$ cat config.mk
export PLATFORM = sky130hd
export DESIGN_NAME = risk_gate_top
export DESIGN_NICKNAME = d
export VERILOG_FILES = /design/src/risk_pkg.sv /design/src/risk_gate_top.sv /design/src/decision_collector.sv /design/src/risk_lane.sv /design/src/order_dispatch.sv
export SDC_FILE = /design/constraint.sdc
export NUM_CORES = 2
export LEC_CHECK = 0
export ABC_CLOCK_PERIOD_IN_PS = 5250
export BUFFER_PORTS_ARGS = -buffer_cell sky130_fd_sc_hd__buf_2
export CORE_MARGIN = 2
export CORE_UTILIZATION = 40
export DETAILED_ROUTE_END_ITERATION = 6
export SLEW_MARGIN = 20
export SYNTH_ARGS = -nofsm -noshare
export SYNTH_HDL_FRONTEND = slang
export SYNTH_SLANG_ARGS = --single-unit
$ cat constraint.sdc
create_clock -name clk -period 5.25 [get_ports clk]
set_input_delay 1.3125 -clock clk [delete_from_list [all_inputs] [get_ports clk]]
set_output_delay 1.3125 -clock clk [all_outputs]
set_load 0.1 [all_outputs]
$ cat src/risk_pkg.sv
package risk_pkg;

  localparam int NUM_CLIENTS = 32;           // total client ids, shared by all lanes

  typedef logic [4:0]  client_id_t;          // client 0..31
  typedef logic [15:0] amount_t;             // order / limit / cancel amount
  typedef logic [16:0] exposure_t;           // acc + amount, one spare bit
  typedef logic [1:0]  cmd_op_t;             // command code, from wishbone adr

  // command codes
  localparam cmd_op_t OP_ORDER    = 2'd0;
  localparam cmd_op_t OP_SET_MAX  = 2'd1;
  localparam cmd_op_t OP_CANCEL   = 2'd2;
  localparam cmd_op_t OP_DECISION = 2'd3;    // read side only

  typedef logic [31:0] decision_t;

  // decision word layout
  localparam int DEC_ACCEPT_BIT = 31;
  localparam int DEC_VALID_BIT  = 30;
  localparam int DEC_CLIENT_LSB = 24;        // bits 28:24
  localparam int DEC_ACC_LSB    = 0;         // bits 15:0

  // write data layout on wb_dat_w
  localparam int WR_CLIENT_LSB = 16;         // bits 20:16
  localparam int WR_AMOUNT_LSB = 0;          // bits 15:0

  // lane fsm
  typedef enum logic [1:0] {
    LANE_IDLE,
    LANE_READ,
    LANE_UPDATE,
    LANE_POST
  } lane_state_t;

endpackage
$ cat src/risk_gate_top.sv
`timescale 1ns/1ns

module risk_gate_top import risk_pkg::*; #(
  parameter int NUM_LANES  = 4,   // 2, 4 or 8
  parameter int FIFO_DEPTH = 8    // power of two
) (
  input  logic        clk,
  input  logic        rst_n,
  input  logic        wb_cyc,
  input  logic        wb_stb,
  input  logic        wb_we,
  input  cmd_op_t     wb_adr,
  input  logic [31:0] wb_dat_w,
  output logic        wb_ack,
  output logic [31:0] wb_dat_r
);

  // dispatcher -> lanes, op/client/amount shared by all lanes
  logic       [NUM_LANES-1:0] cmd_valid;
  logic       [NUM_LANES-1:0] cmd_ready;
  cmd_op_t                    cmd_op;
  client_id_t                 cmd_client;
  amount_t                    cmd_amount;

  // lanes -> collector
  logic       [NUM_LANES-1:0] dec_valid;
  logic       [NUM_LANES-1:0] dec_ready;
  logic       [NUM_LANES-1:0] dec_accept;
  client_id_t [NUM_LANES-1:0] dec_client;
  amount_t    [NUM_LANES-1:0] dec_acc;

  // collector -> dispatcher
  logic      fifo_empty;
  logic      fifo_pop;
  decision_t fifo_head;

  order_dispatch #(.NUM_LANES(NUM_LANES)) u_dispatch (
    .clk        (clk),
    .rst_n      (rst_n),
    .wb_cyc     (wb_cyc),
    .wb_stb     (wb_stb),
    .wb_we      (wb_we),
    .wb_adr     (wb_adr),
    .wb_dat_w   (wb_dat_w),
    .wb_ack     (wb_ack),
    .wb_dat_r   (wb_dat_r),
    .cmd_valid  (cmd_valid),
    .cmd_ready  (cmd_ready),
    .cmd_op     (cmd_op),
    .cmd_client (cmd_client),
    .cmd_amount (cmd_amount),
    .fifo_empty (fifo_empty),
    .fifo_head  (fifo_head),
    .fifo_pop   (fifo_pop)
  );

  // one lane per shard of clients
  for (genvar g = 0; g < NUM_LANES; g++) begin : g_lane
    risk_lane #(.NUM_LANES(NUM_LANES)) u_lane (
      .clk        (clk),
      .rst_n      (rst_n),
      .cmd_valid  (cmd_valid[g]),
      .cmd_ready  (cmd_ready[g]),
      .cmd_op     (cmd_op),
      .cmd_client (cmd_client),
      .cmd_amount (cmd_amount),
      .dec_valid  (dec_valid[g]),
      .dec_ready  (dec_ready[g]),
      .dec_accept (dec_accept[g]),
      .dec_client (dec_client[g]),
      .dec_acc    (dec_acc[g])
    );
  end

  decision_collector #(.NUM_LANES(NUM_LANES), .FIFO_DEPTH(FIFO_DEPTH)) u_collect (
    .clk        (clk),
    .rst_n      (rst_n),
    .dec_valid  (dec_valid),
    .dec_ready  (dec_ready),
    .dec_accept (dec_accept),
    .dec_client (dec_client),
    .dec_acc    (dec_acc),
    .fifo_pop   (fifo_pop),
    .fifo_empty (fifo_empty),
    .fifo_head  (fifo_head)
  );

endmodule

$ cat src/decision_collector.sv
`timescale 1ns/1ns

module decision_collector import risk_pkg::*; #(
  parameter int NUM_LANES  = 4,
  parameter int FIFO_DEPTH = 8
) (
  input  logic                       clk,
  input  logic                       rst_n,
  // lane decisions
  input  logic       [NUM_LANES-1:0] dec_valid,
  output logic       [NUM_LANES-1:0] dec_ready,
  input  logic       [NUM_LANES-1:0] dec_accept,
  input  client_id_t [NUM_LANES-1:0] dec_client,
  input  amount_t    [NUM_LANES-1:0] dec_acc,
  // result fifo read side
  input  logic                       fifo_pop,
  output logic                       fifo_empty,
  output decision_t                  fifo_head
);

  localparam int LANE_BITS = $clog2(NUM_LANES);
  localparam int PTR_BITS  = $clog2(FIFO_DEPTH);

  typedef logic [LANE_BITS-1:0] lane_idx_t;
  typedef logic [PTR_BITS-1:0]  ptr_t;

  lane_idx_t rr_ptr;        // first lane to look at
  lane_idx_t grant_idx;
  logic      grant_found;
  logic      fifo_full;
  logic      push;
  logic      pop;
  decision_t push_word;

  decision_t       mem [FIFO_DEPTH];
  ptr_t            wr_ptr;
  ptr_t            rd_ptr;
  logic [PTR_BITS:0] count;   // 0..FIFO_DEPTH

  assign fifo_full  = (count == (PTR_BITS+1)'(FIFO_DEPTH));
  assign fifo_empty = (count == '0);
  assign fifo_head  = mem[rd_ptr];

  // round robin search starting at rr_ptr, wraps on lane_idx_t width
  always_comb begin
    lane_idx_t cand;
    grant_found = 1'b0;
    grant_idx   = rr_ptr;
    for (int i = 0; i < NUM_LANES; i++) begin
      cand = rr_ptr + lane_idx_t'(i);
      if (!grant_found && dec_valid[cand]) begin
        grant_found = 1'b1;
        grant_idx   = cand;
      end
    end
  end

  assign push = grant_found & ~fifo_full;   // full fifo stalls every lane
  assign pop  = fifo_pop & ~fifo_empty;
  assign dec_ready = push ? ({{(NUM_LANES-1){1'b0}}, 1'b1} << grant_idx) : '0;

  // pack the granted decision
  always_comb begin
    push_word = '0;
    push_word[DEC_ACCEPT_BIT] = dec_accept[grant_idx];
    push_word[DEC_VALID_BIT]  = 1'b1;                 // read path returns it as is
    push_word[DEC_CLIENT_LSB +: $bits(client_id_t)] = dec_client[grant_idx];
    push_word[DEC_ACC_LSB +: $bits(amount_t)]       = dec_acc[grant_idx];
  end

  always_ff @(posedge clk or negedge rst_n) begin
    if (!rst_n) begin
      rr_ptr <= '0;
      wr_ptr <= '0;
      rd_ptr <= '0;
      count  <= '0;
    end else begin
      if (push) begin
        rr_ptr <= grant_idx + 1'b1;   // skip past the winner, no starvation
        wr_ptr <= wr_ptr + 1'b1;      // power of two depth, wraps
      end
      if (pop) rd_ptr <= rd_ptr + 1'b1;
      case ({push, pop})
        2'b10:   count <= count + 1'b1;
        2'b01:   count <= count - 1'b1;
        default: ;                    // both or neither
      endcase
    end
  end

  // storage, readable the cycle after the grant
  always_ff @(posedge clk) begin
    if (push) mem[wr_ptr] <= push_word;
  end

endmodule

$ cat src/risk_lane.sv
`timescale 1ns/1ns

module risk_lane import risk_pkg::*; #(
  parameter int NUM_LANES = 4
) (
  input  logic       clk,
  input  logic       rst_n,
  // command in
  input  logic       cmd_valid,
  output logic       cmd_ready,
  input  cmd_op_t    cmd_op,
  input  client_id_t cmd_client,
  input  amount_t    cmd_amount,
  // decision out
  output logic       dec_valid,
  input  logic       dec_ready,
  output logic       dec_accept,
  output client_id_t dec_client,
  output amount_t    dec_acc
);

  localparam int LANE_BITS = $clog2(NUM_LANES);
  localparam int ENTRIES   = NUM_CLIENTS / NUM_LANES;   // clients in this shard
  localparam int IDX_BITS  = $clog2(ENTRIES);

  typedef logic [IDX_BITS-1:0] idx_t;

  lane_state_t state;

  // latched command
  cmd_op_t    req_op;
  client_id_t req_client;
  amount_t    req_amount;
  idx_t       req_idx;

  // limit table for the shard
  amount_t max_tab [ENTRIES];
  amount_t acc_tab [ENTRIES];

  // entry read in LANE_READ
  amount_t cur_max;
  amount_t cur_acc;

  // update results
  exposure_t sum;
  logic      accept;
  amount_t   new_max;
  amount_t   new_acc;

  assign cmd_ready  = (state == LANE_IDLE);
  assign dec_valid  = (state == LANE_POST);
  assign dec_client = req_client;
  assign req_idx    = req_client[LANE_BITS +: IDX_BITS];   // high bits pick the entry

  always_ff @(posedge clk or negedge rst_n) begin
    if (!rst_n) begin
      state <= LANE_IDLE;
    end else begin
      case (state)
        LANE_IDLE:   if (cmd_valid) state <= LANE_READ;
        LANE_READ:   state <= LANE_UPDATE;
        LANE_UPDATE: state <= (req_op == OP_ORDER) ? LANE_POST : LANE_IDLE;
        LANE_POST:   if (dec_ready) state <= LANE_IDLE;   // hold until collector takes it
        default:     state <= LANE_IDLE;
      endcase
    end
  end

  // capture command on handshake
  always_ff @(posedge clk) begin
    if (cmd_valid && cmd_ready) begin
      req_op     <= cmd_op;
      req_client <= cmd_client;
      req_amount <= cmd_amount;
    end
  end

  // cycle 1, table read
  always_ff @(posedge clk) begin
    if (state == LANE_READ) begin
      cur_max <= max_tab[req_idx];
      cur_acc <= acc_tab[req_idx];
    end
  end

  // risk rules
  always_comb begin
    sum     = exposure_t'(cur_acc) + exposure_t'(req_amount);   // 17 bits, no wrap
    accept  = 1'b0;
    new_max = cur_max;
    new_acc = cur_acc;
    case (req_op)
      OP_ORDER: begin
        accept = (sum < exposure_t'(cur_max));   // strictly below the max
        if (accept) begin
          new_acc = amount_t'(sum);              // fits, sum < max
        end
      end
      OP_SET_MAX: new_max = req_amount;
      OP_CANCEL: begin
        // saturate at zero
        if (req_amount >= cur_acc) new_acc = '0;
        else                       new_acc = cur_acc - req_amount;
      end
      default: ;
    endcase
  end

  // cycle 2, write back; all limits start at zero
  always_ff @(posedge clk or negedge rst_n) begin
    if (!rst_n) begin
      for (int i = 0; i < ENTRIES; i++) begin
        max_tab[i] <= '0;
        acc_tab[i] <= '0;
      end
    end else if (state == LANE_UPDATE) begin
      max_tab[req_idx] <= new_max;
      acc_tab[req_idx] <= new_acc;
    end
  end

  // decision payload for the post cycle
  always_ff @(posedge clk) begin
    if (state == LANE_UPDATE) begin
      dec_accept <= accept;
      dec_acc    <= new_acc;   // acc after the order, unchanged on reject
    end
  end

endmodule

$ cat src/order_dispatch.sv
`timescale 1ns/1ns

module order_dispatch import risk_pkg::*; #(
  parameter int NUM_LANES = 4
) (
  input  logic                 clk,
  input  logic                 rst_n,
  // wishbone classic slave
  input  logic                 wb_cyc,
  input  logic                 wb_stb,
  input  logic                 wb_we,
  input  cmd_op_t              wb_adr,
  input  logic [31:0]          wb_dat_w,
  output logic                 wb_ack,
  output logic [31:0]          wb_dat_r,
  // command bus to the lanes
  output logic [NUM_LANES-1:0] cmd_valid,
  input  logic [NUM_LANES-1:0] cmd_ready,
  output cmd_op_t              cmd_op,
  output client_id_t           cmd_client,
  output amount_t              cmd_amount,
  // result fifo read side
  input  logic                 fifo_empty,
  input  decision_t            fifo_head,
  output logic                 fifo_pop
);

  localparam int LANE_BITS = $clog2(NUM_LANES);

  typedef logic [LANE_BITS-1:0] lane_idx_t;

  logic           wb_req;       // live bus cycle, not yet acked
  logic           is_cmd;       // write that goes to a lane
  logic           cmd_req;
  logic           cmd_fire;     // transfer to target lane this edge
  logic           rd_req;
  logic           ack_next;
  lane_idx_t      lane_sel;
  logic [NUM_LANES-1:0] lane_onehot;

  // ack blocks the request in its own cycle, so one transfer per bus cycle
  assign wb_req = wb_cyc & wb_stb & ~wb_ack;
  assign is_cmd = wb_we & (wb_adr != OP_DECISION);
  assign rd_req = wb_req & ~wb_we;

  // field decode straight from the write data
  assign cmd_op     = wb_adr;
  assign cmd_client = wb_dat_w[WR_CLIENT_LSB +: $bits(client_id_t)];
  assign cmd_amount = wb_dat_w[WR_AMOUNT_LSB +: $bits(amount_t)];

  // shard by the low client bits
  assign lane_sel    = cmd_client[LANE_BITS-1:0];
  assign lane_onehot = {{(NUM_LANES-1){1'b0}}, 1'b1} << lane_sel;

  assign cmd_req   = wb_req & is_cmd;
  assign cmd_valid = cmd_req ? lane_onehot : '0;   // held until the lane takes it
  assign cmd_fire  = cmd_req & cmd_ready[lane_sel];

  // pop only when there is something to hand back
  assign fifo_pop = rd_req & (wb_adr == OP_DECISION) & ~fifo_empty;

  // reads and writes to code 3 ack next cycle, commands wait for the lane
  assign ack_next = cmd_fire | (wb_req & ~is_cmd);

  always_ff @(posedge clk or negedge rst_n) begin
    if (!rst_n) begin
      wb_ack <= 1'b0;
    end else begin
      wb_ack <= ack_next;           // single cycle, wb_req drops while high
    end
  end

  // read data; head already carries the valid bit
  always_ff @(posedge clk or negedge rst_n) begin
    if (!rst_n) begin
      wb_dat_r <= '0;
    end else if (ack_next) begin
      if (fifo_pop) begin
        wb_dat_r <= fifo_head;
      end else begin
        wb_dat_r <= '0;             // writes, empty reads, codes 0..2
      end
    end
  end

endmodule

[Yosys cells after proc, flatten, opt, wreduce, memory -nomap -nowiden]
Memory sizes are Yosys's and may differ from the RTL's.
Index checks and enable logic that the tools add are counted.
Word-level totals
  bits in registers: 1365
  output and inout bits: 33
  memories: 1
  bits in writable memories: 176
  logic and storage cells: 326
  input bits: 39
Memory list
  u_collect.mem: words 8, width 22, read ports 1, clocked after memory_dff 0, wr ports 1, RTL line decision_collector.sv:35  | decision_t mem [FIFO_DEPTH];
Operators by class
  equality and inequality tests: 33
  reductions and logical operators: 28
  add/sub/neg operators: 16
  shifts and indexed selects: 2
  bitwise gates (word level): 21
  $lt $le $gt $ge: 22
  mux-type cells: 101
Operators by type and width (number)
  128-bit bitwise mux: 8
  16-bit two-way mux: 33
  16-bit binary-select mux with 3-bit select: 8
  16-bit demux with 3-bit select: 4
  16-bit case mux with 2 select lines: 4
  16-bit by 16-bit adder with 17-bit output: 4
  17-bit by 16-bit less-than comparator with 1-bit output: 4
  16-bit >= comparator: 4
  16-bit subtractor: 4
  16-bit binary-select mux with 2-bit select: 1
  32-bit two-way mux: 1
  2-bit case mux with 4 select lines: 4
  2-bit two-way mux: 15
  2-bit == test (second input constant): 14
  2-bit by 1-bit == test with 1-bit output (second input constant): 9
  2-bit by 3-bit less-than comparator with 1-bit output (second input constant): 6
  2-bit != test (second input constant): 9
  4-bit >= comparator (second input constant): 4
  2-bit zero test: 8
  4-bit by 1-bit less-than comparator with 1-bit output (second input constant): 4
  3-bit inverter with 4-bit output: 4
  1-bit binary-select mux with 2-bit select: 6
  1-bit two-way mux: 12
  1-bit AND: 11
  other kinds (18): 42

[Longest topological paths before layout]
  depth in word-level cells: 17
  depth in mapped cells: 22
  gate-level depth less buffers: 21

[Cells and area by module]
Synthesis repeated with hierarchy kept, for this count alone.
Second synthesis, totals
  cells, all modules: 6151
  area, all modules: 73275.3 um^2
By module, submodules not included
  risk_lane at g_lane[1].u_lane ...: cells each 1408, times used 2, area an instance 15795.1 um^2, seq. area each 8618.3 um^2
  risk_lane at g_lane[3].u_lane: cells each 1414, times used 1, area an instance 16235.6 um^2, seq. area each 8618.3 um^2
  risk_lane at g_lane[0].u_lane: cells each 1335, times used 1, area an instance 15828.9 um^2, seq. area each 8618.3 um^2
  decision_collector: cells each 479, times used 1, area an instance 8131.5 um^2, seq. area each 5585.4 um^2
  order_dispatch: cells each 107, times used 1, area an instance 1488.9 um^2, seq. area each 825.8 um^2

[Least setup slack after synthesis]
OpenSTA, ideal clock, no wires.
  path type: register to register
  start: register g_lane[0].u_lane.cur_acc[1]
  end: register g_lane[0].u_lane.dec_acc[8], data pin
  stages on the path, launching flop included: 19
  period minus slack after synthesis: 4.762 ns
  required time: 4.966 ns
  arrival: 4.478 ns
  path buffers: 2
  setup time: 0.284 ns
  setup slack: 0.488 ns
  path through: edfxtp_1 > inv_1 > fa_1 > nor2_1 > o211ai_2 > a31oi_2 > a211oi_1 > o41ai_1 > xnor2_1 > ha_1 > a21o_1 > a211o_1 > or3_1 > or2_1 > buf_6 > buf_8 > a22o_1 > a222oi_1 > inv_1
On the way
  cells in the longest elaborated chain, start to end: 4
  elaborated cells between the ends (all ways): 7
  classes of those cells: add/sub (2); order compare (2); mux (3)
Ends and longest elaborated chain
  start, declared: RTL line risk_lane.sv:42  | amount_t cur_acc;
  start signal, assigned: RTL line risk_lane.sv:82  | cur_acc <= acc_tab[req_idx];
  16-bit by 16-bit adder with 17-bit output: RTL line risk_lane.sv:88  | sum = exposure_t'(cur_acc) + exposure_t'(req_amount);
  17-bit by 16-bit less-than comparator with 1-bit output: RTL line risk_lane.sv:94  | accept = (sum < exposure_t'(cur_max));
  16-bit two-way mux: RTL line risk_lane.sv:95  | if (accept) begin
  16-bit case mux with 2 select lines (*): RTL line risk_lane.sv:92  | case (req_op)
  via g_lane[0].u_lane.new_acc[8]: RTL line risk_lane.sv:48  | amount_t new_acc;
  end signal, assigned: RTL line risk_lane.sv:126  | dec_acc <= new_acc;
  end, declared: RTL line risk_lane.sv:19  | output amount_t dec_acc
Mark *: on every way through the listed nets, which the timed path passes. The rest lies on a longest branch.
A chain may end at the register's enable or synchronous reset.

[Worst setup path after layout]
  start: register g_lane[0].u_lane.cur_acc[2]
  end: register g_lane[0].u_lane.acc_tab[5] (netlist name)
On the way
  cells in the longest elaborated chain, start to end: 5
  elaborated cells between the ends (all ways): 8
  classes of those cells: add/sub (2); order compare (2); mux (4)
Ends and longest elaborated chain
  16-bit by 16-bit adder with 17-bit output: RTL line risk_lane.sv:88
  17-bit by 16-bit less-than comparator with 1-bit output: RTL line risk_lane.sv:94
  16-bit two-way mux: RTL line risk_lane.sv:95
  16-bit case mux with 2 select lines (*): RTL line risk_lane.sv:92
  128-bit bitwise mux (*): RTL line risk_lane.sv:118  | acc_tab[req_idx] <= new_acc;
  end signal, assigned by index: RTL line risk_lane.sv:118
  end, declared: RTL line risk_lane.sv:38  | amount_t acc_tab [ENTRIES];
Mark *: on every way between the ends. The rest lies on a longest branch, timed or not.

==> results.toml <==
[status]
run_status = "completed"

[pwr]
power-per-cell-area_nw_per_um2 = 339
internal-power_w = 0.0207
share_seq_of_total_power = 0.492
p_switching_w = 0.00674
share_comb_of_total_power = 0.094
static-leakage-power_nw = 34.4
peakVddDrop_mv = 0.392
power.total_w = 0.0274
switching_share = 0.246
pwr-share-clk = 0.414

[global_routing]
grt_pass1_vias = 47700
grt_use_total = 0.202
number_of_antenna_violations_at_the_first_check_in_global_routing = 15
grt-ovfl-total = 0
grt_start_max_net_pins = 150
grt_pass1_wl_um = 285000

[sta]
finClkSkew_ps = 36.0
slew_viol_final = 0
fmaxAchievable_ghz = 0.195
finalHoldViolCount = 0
fin_crit_ps = 5120
grt_setup_unrepaired = "true"
slew-limit-headroom = 0.245
final-setup-viol-count = 0
setup_slack_ps = 129
final_layout_setup_total_negative_slack_ps = 0
finalCritPeriodShare = 0.976
worstMarginPinSlew_ps = 1130

[yosys]
synth_xor_area_frac = 0.0124
synth_simple_gate_area_frac = 0.0830
synth_adder_area_share = 0.0370
synth_enable_flop_cells = 464
syn_avg_cell_area_um2 = 11.9
synthMuxAreaShare = 0.148
synth_cell_types = 87
yosys_register_bits = 1532
synth-seq-area-share = 0.569
syn-cell-area_um2 = 71500
synth-compound-area-share = 0.116
ys_warn_count = 0
asyncSetResetFlopFracSynth = 0.697
largest_family_of_logic_cells_by_synthesized_area = "multiplexers"
synth_top_flop_cell = "sky130_fd_sc_hd__dfrtp_1"
synthesis.instances = 5988

[finish]
layout-area-overhead-vs-synth_pct = 13.3
layout_common_cells = "sky130_fd_sc_hd__dfrtp_1, sky130_fd_sc_hd__nand2_1, sky130_fd_sc_hd__o21ai_0"
nets = 6310
final_util = 0.455
post_route_cells_drive_above_1_share = 0.205
finish.cell_count_without_fillers = 8569
leading_cell_type_in_the_layout_fill_and_taps_excluded = "sky130_fd_sc_hd__dfrtp_1"

[place]
gp_routability_congestion = 0.909
port_buffers = 51
dp.final_hpwl_um = 117000
worst_slack_placed_ps = -50.8
placed_cells_incl_taps = 8240

[worst_setup_path]
crit_path_cell_trace = "ha_1 > buf_4 > or2_2 > o211ai_2 > a31oi_2 > a211oi_1 > nor2_1 > xnor2_1 > ha_1 > o21ai_0 > a21oi_1 > o2111ai_1 > a21oi_1 > or3_1 > or2_1 > buf_4 > a22o_2 > a222oi_1 > buf_4 > clkdlybuf4s15_2 > o21ai_0"
rr_worst_depth = 21
critical_path.reg2reg.startpoint = "g_lane[0].u_lane.cur_acc[2]"
reg2reg_slack_ps = 130
cp.arrival_ps = 5780
critical-path-top-delay-family = "compound AO/OA/AOI/OAI gates"
worst_r2r_endpoint = "g_lane[0].u_lane.acc_tab[5]"
crit_path_frequent_cell = "sky130_fd_sc_hd__buf_4"
type_of_the_worst_setup_path = "flip-flop to flip-flop"
critical_path.startpoint_type = "flip-flop"
worst-path-buf-inv = 4
critical_path.endpoint_type = "flip-flop"
crit_path_top_delay_cell = "sky130_fd_sc_hd__edfxtp_1"
cp_slowest_stage_delay_ps = 450
crit_required_ps = 5910
path_max_fanout = 9

[floorplan]
initial_core_util = 0.402
die_height_um = 427
die_w_um = 427
fp-row-count = 155
coreArea_um2 = 178000
io_pins = 72
dieArea_um2 = 182000

[route]
drt_iter0_markers = 3779
route.final.wire_length_um = 182000
final_antenna_net_count = 0
detailroute.via_count = 46800
drtPass1Iterations = 6
drc = 0
viasPerCell = 5.47
post_drt_wl_per_cell_um = 21.3

[clocking]
cts_root_buffer = "sky130_fd_sc_hd__clkbuf_16"
cts.hold.buffers_added = 0
clock_tree.htree_level_count = 4
clock_latency_ps = 830
clkSinkCount = 1532
cts-root-to-sink-buffers = 3
tritoncts = "yes"
cts_made_buffers = 160
clkSlewWorstSetupHoldPaths_ps = 60

[min_path]
hp-start = "u_dispatch.wb_dat_r[2]"
hold-path-endpoint = "u_dispatch.wb_dat_r[2]"
timing.hold.worst.class = "flip-flop to flip-flop"
worstHoldPathCells = 2

[run]
cap_viol_max_count = 0
-- worst register-to-register path: stages (launching register included) --
cell	delay, ps
sky130_fd_sc_hd__edfxtp_1	450
sky130_fd_sc_hd__ha_1	260
sky130_fd_sc_hd__buf_4	150
sky130_fd_sc_hd__or2_2	290
sky130_fd_sc_hd__o211ai_2	200
sky130_fd_sc_hd__a31oi_2	150
sky130_fd_sc_hd__a211oi_1	350
sky130_fd_sc_hd__nor2_1	110
sky130_fd_sc_hd__xnor2_1	310
sky130_fd_sc_hd__ha_1	330
sky130_fd_sc_hd__o21ai_0	100
sky130_fd_sc_hd__a21oi_1	70
sky130_fd_sc_hd__o2111ai_1	210
sky130_fd_sc_hd__a21oi_1	80
sky130_fd_sc_hd__or3_1	400
sky130_fd_sc_hd__or2_1	260
sky130_fd_sc_hd__buf_4	190
sky130_fd_sc_hd__a22o_2	270
sky130_fd_sc_hd__a222oi_1	260
sky130_fd_sc_hd__buf_4	200
sky130_fd_sc_hd__clkdlybuf4s15_2	240
sky130_fd_sc_hd__o21ai_0	100
-- final cells by class --
type,count,area (µm²)
fillers,16100,97000
clock inverters,70,832
repair buffers,290,2240
flip-flops and latches,1532,40700
well taps,2355,2950
multi-input cells,3823,28800
inverters,258,968
diodes,13,32.5
clock buffers,228,4480
-- how the worst max path moves through the flow --
stage / from / slack (ps) / to / cells after the start
6_report: g_lane[0].u_lane.cur_acc[2] / 130 / g_lane[0].u_lane.acc_tab[5] / 21
5_1_grt: g_lane[0].u_lane.cur_acc[0] / -50 / g_lane[0].u_lane.acc_tab[53] / 23
4_1_cts: g_lane[0].u_lane.cur_acc[1] / 10 / g_lane[0].u_lane.acc_tab[113] / 19
3_5_place_dp: g_lane[0].u_lane.cur_acc[1] / -50 / g_lane[0].u_lane.acc_tab[88] / 21
3_3_place_gp: g_lane[0].u_lane.cur_acc[1] / -110 / g_lane[0].u_lane.acc_tab[8] / 21
2_1_floorplan: g_lane[0].u_lane.cur_acc[1] / 490 / g_lane[0].u_lane.dec_acc[8] / 18
-- synth_stat cells (19+ instances only) --
cell type,n,area (µm²)
sky130_fd_sc_hd__nor3_1,27,135
sky130_fd_sc_hd__nand3_1,35,175
sky130_fd_sc_hd__mux2_2,273,3070
sky130_fd_sc_hd__xnor2_1,81,709
sky130_fd_sc_hd__o21ai_1,24,120
sky130_fd_sc_hd__mux4_2,322,7250
sky130_fd_sc_hd__edfxtp_1,464,13900
sky130_fd_sc_hd__a211oi_1,19,143
sky130_fd_sc_hd__nor2b_1,42,263
sky130_fd_sc_hd__a21o_1,29,218
sky130_fd_sc_hd__nand4_1,20,125
sky130_fd_sc_hd__o21ai_0,865,4330
sky130_fd_sc_hd__inv_1,256,961
sky130_fd_sc_hd__nand2_1,931,3490
sky130_fd_sc_hd__ha_1,197,2460
sky130_fd_sc_hd__xor2_1,20,175
sky130_fd_sc_hd__mux2i_1,27,270
sky130_fd_sc_hd__a22oi_1,36,270
sky130_fd_sc_hd__buf_1,51,191
sky130_fd_sc_hd__clkbuf_1,302,1130
sky130_fd_sc_hd__nand2b_1,27,169
sky130_fd_sc_hd__a21oi_1,257,1290
sky130_fd_sc_hd__o21bai_1,25,188
sky130_fd_sc_hd__nor2_1,277,1040
sky130_fd_sc_hd__dfrtp_1,1068,26700
-- logic make-up (layout without fill, tap and decap cells) --
| logic type | count (synthesis) | in the layout |
|---|---|---|
| xor gates and xnor gates | 101 | 101 |
| AOI/OAI and AO/OA | 1446 | 1446 |
| adders and majority gates | 206 | 206 |
| muxes | 622 | 622 |
| DFF | 1532 | 1532 |
| and+or+nand+nor | 1439 | 1439 |
| other | 1 | 22 |
| buffers and inverters | 641 | 846 |
-- layer usage --
metal | routed length [µm] | global-route usage
met2 | 87000 | 0.328
met4 | 5850 | 0.0727
met5 | 34 | 0
met1 | 80800 | 0.278
met3 | 8510 | 0.0283
-- timing repair --
item | in CTS | in global routing
gates resized for setup | 0 | 41
buffers inserted | 3 | 12
gates cloned | 0 | 3
setup endpoints to repair | 9 | 519
hold endpoints to repair | 0 | 0
pin swaps | 2 | 14
-- power by group through the flow --
| stage | Sequential, W | Combinational, W | Clock (W) |
|---|---|---|---|
| floorplan | 0.0137 | 0.00172 | 0 |
| global placement | 0.0137 | 0.00252 | 0 |
| detailed placement | 0.0137 | 0.00259 | 0 |
| CTS | 0.0135 | 0.00260 | 0.0116 |
| global route | 0.0136 | 0.00287 | 0.0121 |
| finish | 0.0135 | 0.00259 | 0.0113 |
-- per-stage QoR --
| stage | area, µm² | hold WS (ps) |
|---|---|---|
| 3_5_place_dp | 75300 | 465 |
| 6_report | 81000 | 471 |
| 2_1_floorplan | 71500 | 445 |
| 4_1_cts | 80600 | 478 |
| 3_3_place_gp | 75300 | 455 |
| 5_1_grt | 81000 | 491 |
-- registers in the layout, summed over array words and instances (netlist names) --
signal / count
u_collect.count: 4
g_lane.u_lane.max_tab: 512
u_collect.mem: 176
g_lane.u_lane.req_amount: 64
g_lane.u_lane.dec_accept: 4
g_lane.u_lane.state: 8
u_collect.rd_ptr: 3
g_lane.u_lane.cur_max: 64
g_lane.u_lane.acc_tab: 512
u_dispatch.wb_dat_r: 23
u_collect.wr_ptr: 3
g_lane.u_lane.dec_acc: 64
g_lane.u_lane.cur_acc: 64
u_collect.rr_ptr: 2
g_lane.u_lane.req_op: 8
g_lane.u_lane.dec_client: 20
u_dispatch.wb_ack: 1
Power figures use the tool's default switching activity.
